### config.mk
export PLATFORM = sky130hd
export DESIGN_NAME = ipod_top
export DESIGN_NICKNAME = d
export VERILOG_FILES = /design/src/ipod_pkg.sv /design/src/kbd_command_decoder.sv /design/src/playback_speed_control.sv /design/src/sample_tick_gen.sv /design/src/flash_word_reader.sv /design/src/sample_sequencer.sv /design/src/ipod_top.sv
export SDC_FILE = /design/constraint.sdc
export NUM_CORES = 1
export LEC_CHECK = 0
export ABC_AREA = 1
export BUFFER_PORTS_ARGS = -buffer_cell sky130_fd_sc_hd__buf_2
export CAP_MARGIN = 20
export CORE_MARGIN = 5
export CORE_UTILIZATION = 32
export CTS_CLUSTER_SIZE = 12
export DETAILED_ROUTE_END_ITERATION = 12
export MAX_ROUTING_LAYER = met4
export PLACE_DENSITY_LB_ADDON = 0.3
export SLEW_MARGIN = 5
export SYNTH_ARGS = -nofsm -noshare
export SYNTH_HDL_FRONTEND = slang
export SYNTH_SLANG_ARGS = --single-unit
### constraint.sdc
create_clock -name CLK_50M -period 5.8 [get_ports CLK_50M]
set_input_delay 0 -clock CLK_50M [delete_from_list [all_inputs] [get_ports CLK_50M]]
set_output_delay 0 -clock CLK_50M [all_outputs]
set_load 0.01 [all_outputs]
### src/ipod_pkg.sv
package ipod_pkg;

  // ==========================================================================
  // Bus and sample widths
  // ==========================================================================

  localparam int FLASH_ADDR_W = 23;
  localparam int FLASH_DATA_W = 32;
  localparam int SAMPLE_W     = 8;
  localparam int PERIOD_W     = 16;

  // ==========================================================================
  // Keyboard command codes (ASCII)
  // ==========================================================================

  localparam logic [7:0] CMD_PLAY     = 8'h45;  // 'E'
  localparam logic [7:0] CMD_STOP     = 8'h44;  // 'D'
  localparam logic [7:0] CMD_FORWARD  = 8'h46;  // 'F'
  localparam logic [7:0] CMD_BACKWARD = 8'h42;  // 'B'
  localparam logic [7:0] CMD_RESTART  = 8'h52;  // 'R'

  // ==========================================================================
  // Flash word views
  // ==========================================================================

  // Raw bus word, or two 16-bit sample halves
  // half[0] is the low half, half[1] the high half
  // Each half carries its sample in the upper byte
  typedef union packed {
    logic [FLASH_DATA_W-1:0]          raw;
    logic [1:0][FLASH_DATA_W/2-1:0]   half;
  } flash_word_t;

endpackage

### src/kbd_command_decoder.sv
`timescale 1ns/100ps

module kbd_command_decoder (
  input  logic       CLK_50M,
  input  logic       rst,
  input  logic [7:0] cmd_ascii,
  input  logic       cmd_valid,
  output logic       play,
  output logic       reverse,
  output logic       restart
);

  // Play and direction are held levels, restart is a single pulse
  always_ff @(posedge CLK_50M) begin
    if (rst) begin
      play    <= 1'b0;
      reverse <= 1'b0;
      restart <= 1'b0;
    end else begin
      restart <= 1'b0;
      if (cmd_valid) begin
        case (cmd_ascii)
          ipod_pkg::CMD_PLAY: begin
            play <= 1'b1;
          end
          ipod_pkg::CMD_STOP: begin
            play <= 1'b0;
          end
          ipod_pkg::CMD_FORWARD: begin
            reverse <= 1'b0;
          end
          ipod_pkg::CMD_BACKWARD: begin
            reverse <= 1'b1;
          end
          ipod_pkg::CMD_RESTART: begin
            restart <= 1'b1;
          end
          default: begin
            // Any other key is ignored
          end
        endcase
      end
    end
  end

endmodule

### src/playback_speed_control.sv
`timescale 1ns/100ps

module playback_speed_control #(
  parameter int DEFAULT_SAMPLE_DIV = 1136,
  parameter int SPEED_STEP         = 100
) (
  input  logic                          CLK_50M,
  input  logic                          rst,
  input  logic                          speed_up,
  input  logic                          speed_down,
  input  logic                          speed_reset,
  output logic [ipod_pkg::PERIOD_W-1:0] sample_period
);

  // Two guard bits so the step never wraps before the clamp
  localparam int OFS_W      = ipod_pkg::PERIOD_W + 2;
  localparam int MIN_OFFSET = SPEED_STEP - DEFAULT_SAMPLE_DIV;
  localparam int MAX_OFFSET = DEFAULT_SAMPLE_DIV;

  localparam logic [ipod_pkg::PERIOD_W-1:0] DEFAULT_DIV =
    DEFAULT_SAMPLE_DIV[ipod_pkg::PERIOD_W-1:0];

  logic signed [ipod_pkg::PERIOD_W-1:0] offset;
  logic signed [OFS_W-1:0]              offset_next;

  // Faster means a shorter period
  always_comb begin
    if (speed_up) begin
      offset_next = OFS_W'(offset) - OFS_W'(SPEED_STEP);
    end else if (speed_down) begin
      offset_next = OFS_W'(offset) + OFS_W'(SPEED_STEP);
    end else begin
      offset_next = OFS_W'(offset);
    end

    // Keep period within SPEED_STEP .. 2 * DEFAULT_SAMPLE_DIV
    if (offset_next < OFS_W'(MIN_OFFSET)) begin
      offset_next = OFS_W'(MIN_OFFSET);
    end else if (offset_next > OFS_W'(MAX_OFFSET)) begin
      offset_next = OFS_W'(MAX_OFFSET);
    end
  end

  always_ff @(posedge CLK_50M) begin
    if (rst || speed_reset) begin
      offset <= '0;
    end else begin
      offset <= offset_next[ipod_pkg::PERIOD_W-1:0];
    end
  end

  assign sample_period = DEFAULT_DIV + offset;

endmodule

### src/sample_tick_gen.sv
`timescale 1ns/100ps

module sample_tick_gen (
  input  logic                          CLK_50M,
  input  logic                          rst,
  input  logic [ipod_pkg::PERIOD_W-1:0] sample_period,
  output logic                          tick
);

  logic [ipod_pkg::PERIOD_W-1:0] count;

  // Counts period-1 down to zero, so one tick every sample_period cycles
  // The period is only sampled at the reload
  always_ff @(posedge CLK_50M) begin
    if (rst) begin
      count <= '0;
      tick  <= 1'b0;
    end else if (count == '0) begin
      count <= sample_period - 1'b1;
      tick  <= 1'b1;
    end else begin
      count <= count - 1'b1;
      tick  <= 1'b0;
    end
  end

endmodule

### src/flash_word_reader.sv
`timescale 1ns/100ps

module flash_word_reader (
  input  logic                              CLK_50M,
  input  logic                              rst,
  input  logic                              fetch_req,
  input  logic [ipod_pkg::FLASH_ADDR_W-1:0] fetch_addr,
  output logic                              flash_read,
  output logic [ipod_pkg::FLASH_ADDR_W-1:0] flash_address,
  input  logic                              flash_waitrequest,
  input  logic [ipod_pkg::FLASH_DATA_W-1:0] flash_readdata,
  input  logic                              flash_readdatavalid,
  output ipod_pkg::flash_word_t             fetch_word,
  output logic                              fetch_done
);

  localparam logic [1:0] ST_IDLE      = 2'd0;
  localparam logic [1:0] ST_REQUEST   = 2'd1;
  localparam logic [1:0] ST_WAIT_DATA = 2'd2;

  logic [1:0] state;

  // ==========================================================================
  // Read FSM, one outstanding read
  // ==========================================================================

  always_ff @(posedge CLK_50M) begin
    if (rst) begin
      state      <= ST_IDLE;
      flash_read <= 1'b0;
      fetch_done <= 1'b0;
    end else begin
      fetch_done <= 1'b0;
      case (state)
        ST_IDLE: begin
          if (fetch_req) begin
            flash_read <= 1'b1;
            state      <= ST_REQUEST;
          end
        end
        ST_REQUEST: begin
          // Read is accepted in the cycle waitrequest is low
          if (!flash_waitrequest) begin
            flash_read <= 1'b0;
            state      <= ST_WAIT_DATA;
          end
        end
        ST_WAIT_DATA: begin
          if (flash_readdatavalid) begin
            fetch_done <= 1'b1;
            state      <= ST_IDLE;
          end
        end
        default: begin
          state <= ST_IDLE;
        end
      endcase
    end
  end

  // Address held stable for the whole request, word captured on valid
  always_ff @(posedge CLK_50M) begin
    if (state == ST_IDLE && fetch_req) begin
      flash_address <= fetch_addr;
    end
    if (state == ST_WAIT_DATA && flash_readdatavalid) begin
      fetch_word.raw <= flash_readdata;
    end
  end

endmodule

### src/sample_sequencer.sv
`timescale 1ns/100ps

module sample_sequencer #(
  parameter int LAST_WORD_ADDR = 'h7FFFF
) (
  input  logic                              CLK_50M,
  input  logic                              rst,
  input  logic                              play,
  input  logic                              reverse,
  input  logic                              restart,
  input  logic                              tick,
  output logic                              fetch_req,
  output logic [ipod_pkg::FLASH_ADDR_W-1:0] fetch_addr,
  input  ipod_pkg::flash_word_t             fetch_word,
  input  logic                              fetch_done,
  output logic [ipod_pkg::SAMPLE_W-1:0]     audio_data,
  output logic                              audio_valid,
  output logic                              playing
);

  localparam int HALF_W = ipod_pkg::FLASH_DATA_W / 2;
  localparam logic [ipod_pkg::FLASH_ADDR_W-1:0] LAST_ADDR =
    LAST_WORD_ADDR[ipod_pkg::FLASH_ADDR_W-1:0];

  // addr is the next word to fetch
  logic [ipod_pkg::FLASH_ADDR_W-1:0] addr;
  logic [ipod_pkg::FLASH_ADDR_W-1:0] next_addr;
  ipod_pkg::flash_word_t             cur_word;
  logic                              cur_valid;
  logic                              next_valid;
  logic                              pending;
  logic                              drop;
  logic                              half_idx;
  logic                              half_sel;
  logic                              issue;
  logic                              load;
  logic                              consume;

  // Address step with wrap in either direction
  always_comb begin
    if (reverse) begin
      next_addr = (addr == '0) ? LAST_ADDR : addr - 1'b1;
    end else begin
      next_addr = (addr == LAST_ADDR) ? '0 : addr + 1'b1;
    end
  end

  // The fetched word stays in the reader as the second buffer
  assign issue    = !restart && !pending && !next_valid;
  assign load     = !restart && !cur_valid && next_valid;
  assign consume  = !restart && tick && play && cur_valid;
  assign half_sel = half_idx ^ reverse;
  assign playing  = play;

  always_ff @(posedge CLK_50M) begin
    if (rst) begin
      addr        <= '0;
      cur_valid   <= 1'b0;
      next_valid  <= 1'b0;
      pending     <= 1'b0;
      drop        <= 1'b0;
      half_idx    <= 1'b0;
      fetch_req   <= 1'b0;
      audio_valid <= 1'b0;
    end else begin
      fetch_req   <= issue;
      audio_valid <= consume;
      if (fetch_done) begin
        pending <= 1'b0;
        drop    <= 1'b0;
      end
      if (restart) begin
        addr       <= reverse ? LAST_ADDR : '0;
        cur_valid  <= 1'b0;
        next_valid <= 1'b0;
        half_idx   <= 1'b0;
        // A read still in flight belongs to the old position
        drop       <= pending && !fetch_done;
      end else begin
        if (fetch_done && !drop) begin
          next_valid <= 1'b1;
        end
        if (issue) begin
          addr    <= next_addr;
          pending <= 1'b1;
        end
        if (load) begin
          cur_valid  <= 1'b1;
          next_valid <= 1'b0;
        end else if (consume) begin
          half_idx <= ~half_idx;
          if (half_idx) begin
            cur_valid <= 1'b0;
          end
        end
      end
    end
  end

  always_ff @(posedge CLK_50M) begin
    if (issue) begin
      fetch_addr <= addr;
    end
    if (load) begin
      cur_word <= fetch_word;
    end
    if (consume) begin
      audio_data <= cur_word.half[half_sel][HALF_W-1 -: ipod_pkg::SAMPLE_W];
    end
  end

endmodule

### src/ipod_top.sv
`timescale 1ns/100ps

module ipod_top #(
  parameter int LAST_WORD_ADDR     = 'h7FFFF,
  parameter int DEFAULT_SAMPLE_DIV = 1136,
  parameter int SPEED_STEP         = 100
) (
  input  logic                              CLK_50M,
  input  logic                              rst,
  input  logic [7:0]                        cmd_ascii,
  input  logic                              cmd_valid,
  input  logic                              speed_up,
  input  logic                              speed_down,
  input  logic                              speed_reset,
  output logic                              flash_read,
  output logic [ipod_pkg::FLASH_ADDR_W-1:0] flash_address,
  input  logic                              flash_waitrequest,
  input  logic [ipod_pkg::FLASH_DATA_W-1:0] flash_readdata,
  input  logic                              flash_readdatavalid,
  output logic [ipod_pkg::SAMPLE_W-1:0]     audio_data,
  output logic                              audio_valid,
  output logic                              playing
);

  logic                              play;
  logic                              reverse;
  logic                              restart;
  logic [ipod_pkg::PERIOD_W-1:0]     sample_period;
  logic                              tick;
  logic                              fetch_req;
  logic [ipod_pkg::FLASH_ADDR_W-1:0] fetch_addr;
  ipod_pkg::flash_word_t             fetch_word;
  logic                              fetch_done;

  // ==========================================================================
  // Control path
  // ==========================================================================

  kbd_command_decoder u_kbd_command_decoder (
    .CLK_50M   (CLK_50M),
    .rst       (rst),
    .cmd_ascii (cmd_ascii),
    .cmd_valid (cmd_valid),
    .play      (play),
    .reverse   (reverse),
    .restart   (restart)
  );

  playback_speed_control #(
    .DEFAULT_SAMPLE_DIV (DEFAULT_SAMPLE_DIV),
    .SPEED_STEP         (SPEED_STEP)
  ) u_playback_speed_control (
    .CLK_50M       (CLK_50M),
    .rst           (rst),
    .speed_up      (speed_up),
    .speed_down    (speed_down),
    .speed_reset   (speed_reset),
    .sample_period (sample_period)
  );

  sample_tick_gen u_sample_tick_gen (
    .CLK_50M       (CLK_50M),
    .rst           (rst),
    .sample_period (sample_period),
    .tick          (tick)
  );

  // ==========================================================================
  // Flash and sample path
  // ==========================================================================

  flash_word_reader u_flash_word_reader (
    .CLK_50M             (CLK_50M),
    .rst                 (rst),
    .fetch_req           (fetch_req),
    .fetch_addr          (fetch_addr),
    .flash_read          (flash_read),
    .flash_address       (flash_address),
    .flash_waitrequest   (flash_waitrequest),
    .flash_readdata      (flash_readdata),
    .flash_readdatavalid (flash_readdatavalid),
    .fetch_word          (fetch_word),
    .fetch_done          (fetch_done)
  );

  sample_sequencer #(
    .LAST_WORD_ADDR (LAST_WORD_ADDR)
  ) u_sample_sequencer (
    .CLK_50M     (CLK_50M),
    .rst         (rst),
    .play        (play),
    .reverse     (reverse),
    .restart     (restart),
    .tick        (tick),
    .fetch_req   (fetch_req),
    .fetch_addr  (fetch_addr),
    .fetch_word  (fetch_word),
    .fetch_done  (fetch_done),
    .audio_data  (audio_data),
    .audio_valid (audio_valid),
    .playing     (playing)
  );

endmodule

==> summary.md <==
| Metric | Value |
|---|---|
| Place WS | `between 3 and 4 ns` |
| WL/cell | `13.8 um` |
| Final critical-path setup slack | `3.18 ns` |
| Routed Antenna Nets | `0` |
| Total setup buffers inserted after CTS | `0` |
| Largest net degree at the start of global routing | `29` |
| Hold_ws | `between 0.03 and 0.04 ns` |
| First-pass GRT wire length | `30700 um` |
| Leak pwr | `3.93 nW` |
| VDD IR max | `0.175 mV` |
| Worst hold stages | `4` |
| Synth Area per Inst | `8.46 um2` |
| Register area share after synthesis | `49.9%` |
| Final net count | `around 1100` |
| Gpl congestion | `0.868` |
| Final Setup Violations | `0` |
| Final HPWL DP | `13200 um` |
| Synth area leader | `edfxtp_1` |
| Placement row count | `57` |
| Vias in the first global route | `6121` |
| Clock Sinks | `154` |
| Layout Cells excl Fill | `1349` |
| Synthesized instance count | `between 900 and 1000` |
| Area share of the largest cell type after synthesis | `between 30% and 40%` |
| Cell Pwr Density | `between 300 and 400 mW/mm2` |
| First DRT Iteration DRCs | `361` |
| Vias post-DR | `6402` |
| Die H | `between 150 and 200 um` |
| Final Slew Violations | `0` |
| Setup Skew | `around 0.017 ns` |
| GRT Residual Overflow | `0` |
| Min-delay src | `speed_down` |
| Number of synthesized flops with an enable pin | `86` |
| Critical path launch point | `u_kbd_command_decoder.restart` |
| Area contributors post-synth | `edfxtp_1 (33%), dfxtp_1 (17%), nand2_1 (8.8%), inv_1 (5.2%), nor2_1 (4.8%)` |
| Period utilisation layout | `45.1%` |
| Ant diodes | `0` |
| Predominant post-synthesis flop cell | `edfxtp_1` |
| Num CTS Buffers | `17` |
| Nature of the critical path endpoint | `flip-flop` |
| Final Hold Fails | `0` |
| Status | `completed` |
| Worst-Skew Late Latency | `0.43 ns` |
| Core area | `between 0.02 and 0.025 mm2` |
| Worst min path class | `input pin to flip-flop` |
| CP Max Fanout | `20` |
| Netlist cell types | `48` |
| Area growth syn-to-layout | `18.7%` |
| Design Power | `3.10 mW` |
| Clock Pin Slew Worst Setup and Hold Paths | `roughly 0.060 ns` |
| Total track usage | `13.9%` |
| Length of the first detailed-routing pass in iterations | `5` |
| Critical Path Source Type | `flip-flop` |
| Total Routed Length | `18600 um` |
| Synth top cells by count | `nand2_1 (186), inv_1 (109), nor2_1 (100)` |
| Count leader, synth | `nand2_1` |
| Reg-to-reg critical path endpoint | `u_sample_sequencer.addr[8]` |
| WS Path Type | `flip-flop to flip-flop` |
| Minimum clock period | `2.62 ns` |
| Die X-Extent | `167 um` |
| I/O Pins | `roughly 80` |
| Syn. warnings | `0` |
| Slew headroom | `37.2%` |
| DRC | `0` |
| Crit path arrival time | `just under 3 ns` |
| TNS Setup | `0 ns` |
| Share of the core filled with cells | `38.5%` |
| Vias per cell | `4.75` |
| Worst Hold Path EP | `u_playback_speed_control.offset[3]` |
| Post-cts gate resize count | `0` |
| Initial core utilization | `32.5%` |
| Final Instance Area | `0.00937 mm2` |
| Post-Syn Nets | `988` |
| Area post-placement | `0.00850 mm2` |
| Synth Cell Area | `0.00790 mm2` |
| Fill cell count | `2468` |
| TritonCTS clock tree | `built` |
| Root buffer cell | `clkbuf_16` |
| Required @ worst endpoint | `6.12 ns` |
| Max H-tree Level | `4` |
| Worst Tran Pin Value | `roughly 0.94 ns` |
| Share of layout cells above drive strength 1 | `roughly 16%` |
| Max_cap viols | `0` |
| Worst R2R Start | `u_kbd_command_decoder.restart` |
| Post-synth ARST share | `0%` |
| Post-Place Cells | `1292` |
| Max clock buf depth | `2` |
| Buffers on Ports | `65` |
| Unrepaired setup endpoints after global routing | `no` |
| R2R depth | `6` |
| Post-synthesis register bit count | `154` |
| Initial antenna violation count | `0` |
| Fmax | `0.382 GHz` |
| Die Footprint | `0.0279 mm2` |
| Reg2Reg Setup Slack | `3.18 ns` |
==> where the power goes <==
part	leakage [nW]	switching, mW	internal [mW]
Clock	0.301	0.469	0.699
Combinational	2.25	0.376	0.214
Sequential	1.38	0.0865	1.26
Total	3.93	0.932	2.17
==> registers in the layout, indices dropped and copies added, names as in the netlist, 2 cells and up <==
register                           flops
u_flash_word_reader.flash_address     23
u_sample_sequencer.addr               23
u_sample_sequencer.fetch_addr         23
u_flash_word_reader.fetch_word        16
u_sample_sequencer.cur_word           16
u_sample_tick_gen.count               16
u_playback_speed_control.offset       14
u_sample_sequencer.audio_data          8
u_flash_word_reader.state              2
==> area by class of cell <==
class	instances	area (um2)	area share, %
inverters	118	443	4.73
multi-input cells	625	3330	35.6
clock inverters	14	185	1.98
clock buffers	18	439	4.68
flip-flops and latches	154	3940	42.1
repair buffers	96	624	6.66
well taps	324	405	4.32
==> kinds of logic after synthesis <==
family          share of synthesized area [%]
simple gates                             26.9
buf+inv                                  7.95
flops                                    49.9
compound gates                           9.17
xor+xnor                                 3.79
mux                                      1.14
fa+ha+maj                                1.11
==> how the worst max path moves through the flow <==
stage / endpoint / slack (ns) / depth (start not counted)
floorplan: u_sample_sequencer.addr[19] / 3.62 / 7
global placement: u_sample_sequencer.addr[8] / 3.15 / 6
detailed placement: u_sample_sequencer.addr[8] / 3.21 / 6
CTS: u_sample_sequencer.addr[8] / 3.21 / 6
global route: u_sample_sequencer.addr[3] / 3.05 / 6
finish: u_sample_sequencer.addr[8] / 3.18 / 6
==> per-layer routing <==
layer	global-route usage (%)	wire, um	up-vias
li1	-	-	3294
met1	16.9	8310	2958
met2	23.7	9420	133
met3	2.66	701	17
met5	-	0	-
met4	3.84	176	0
==> worst max-delay path: stages, from the launching register on <==
cell	delay (ns)
dfxtp_1	0.45
inv_1	0.65
nand2_1	0.18
a21oi_2	0.73
o311ai_0	0.30
o211ai_1	0.15
inv_1	0.05
==> timing repair <==
| action | 4_1_cts | 5_1_grt |
|---|---|---|
| hold buffers | 25 | 0 |
| hold endpoints to repair | 30 | 0 |
| endpoints found under the setup margin | 0 | 0 |
==> layout by cell type (no fill, tap or decap), types with 11 or more instances in the layout <==
cell and n:
edfxtp_1 86, inv_1 109, a31oi_1 11, nand2_1 186, nor3_1 18, a21oi_1 42
dfxtp_1 68, nor2_1 99, o211ai_1 11, o21ai_0 36, nand3_1 68, buf_2 65
clkbuf_16 17, xor2_1 26, nand4_1 27, dlygate4sd3_1 25
(Power assumes the default switching activity.)
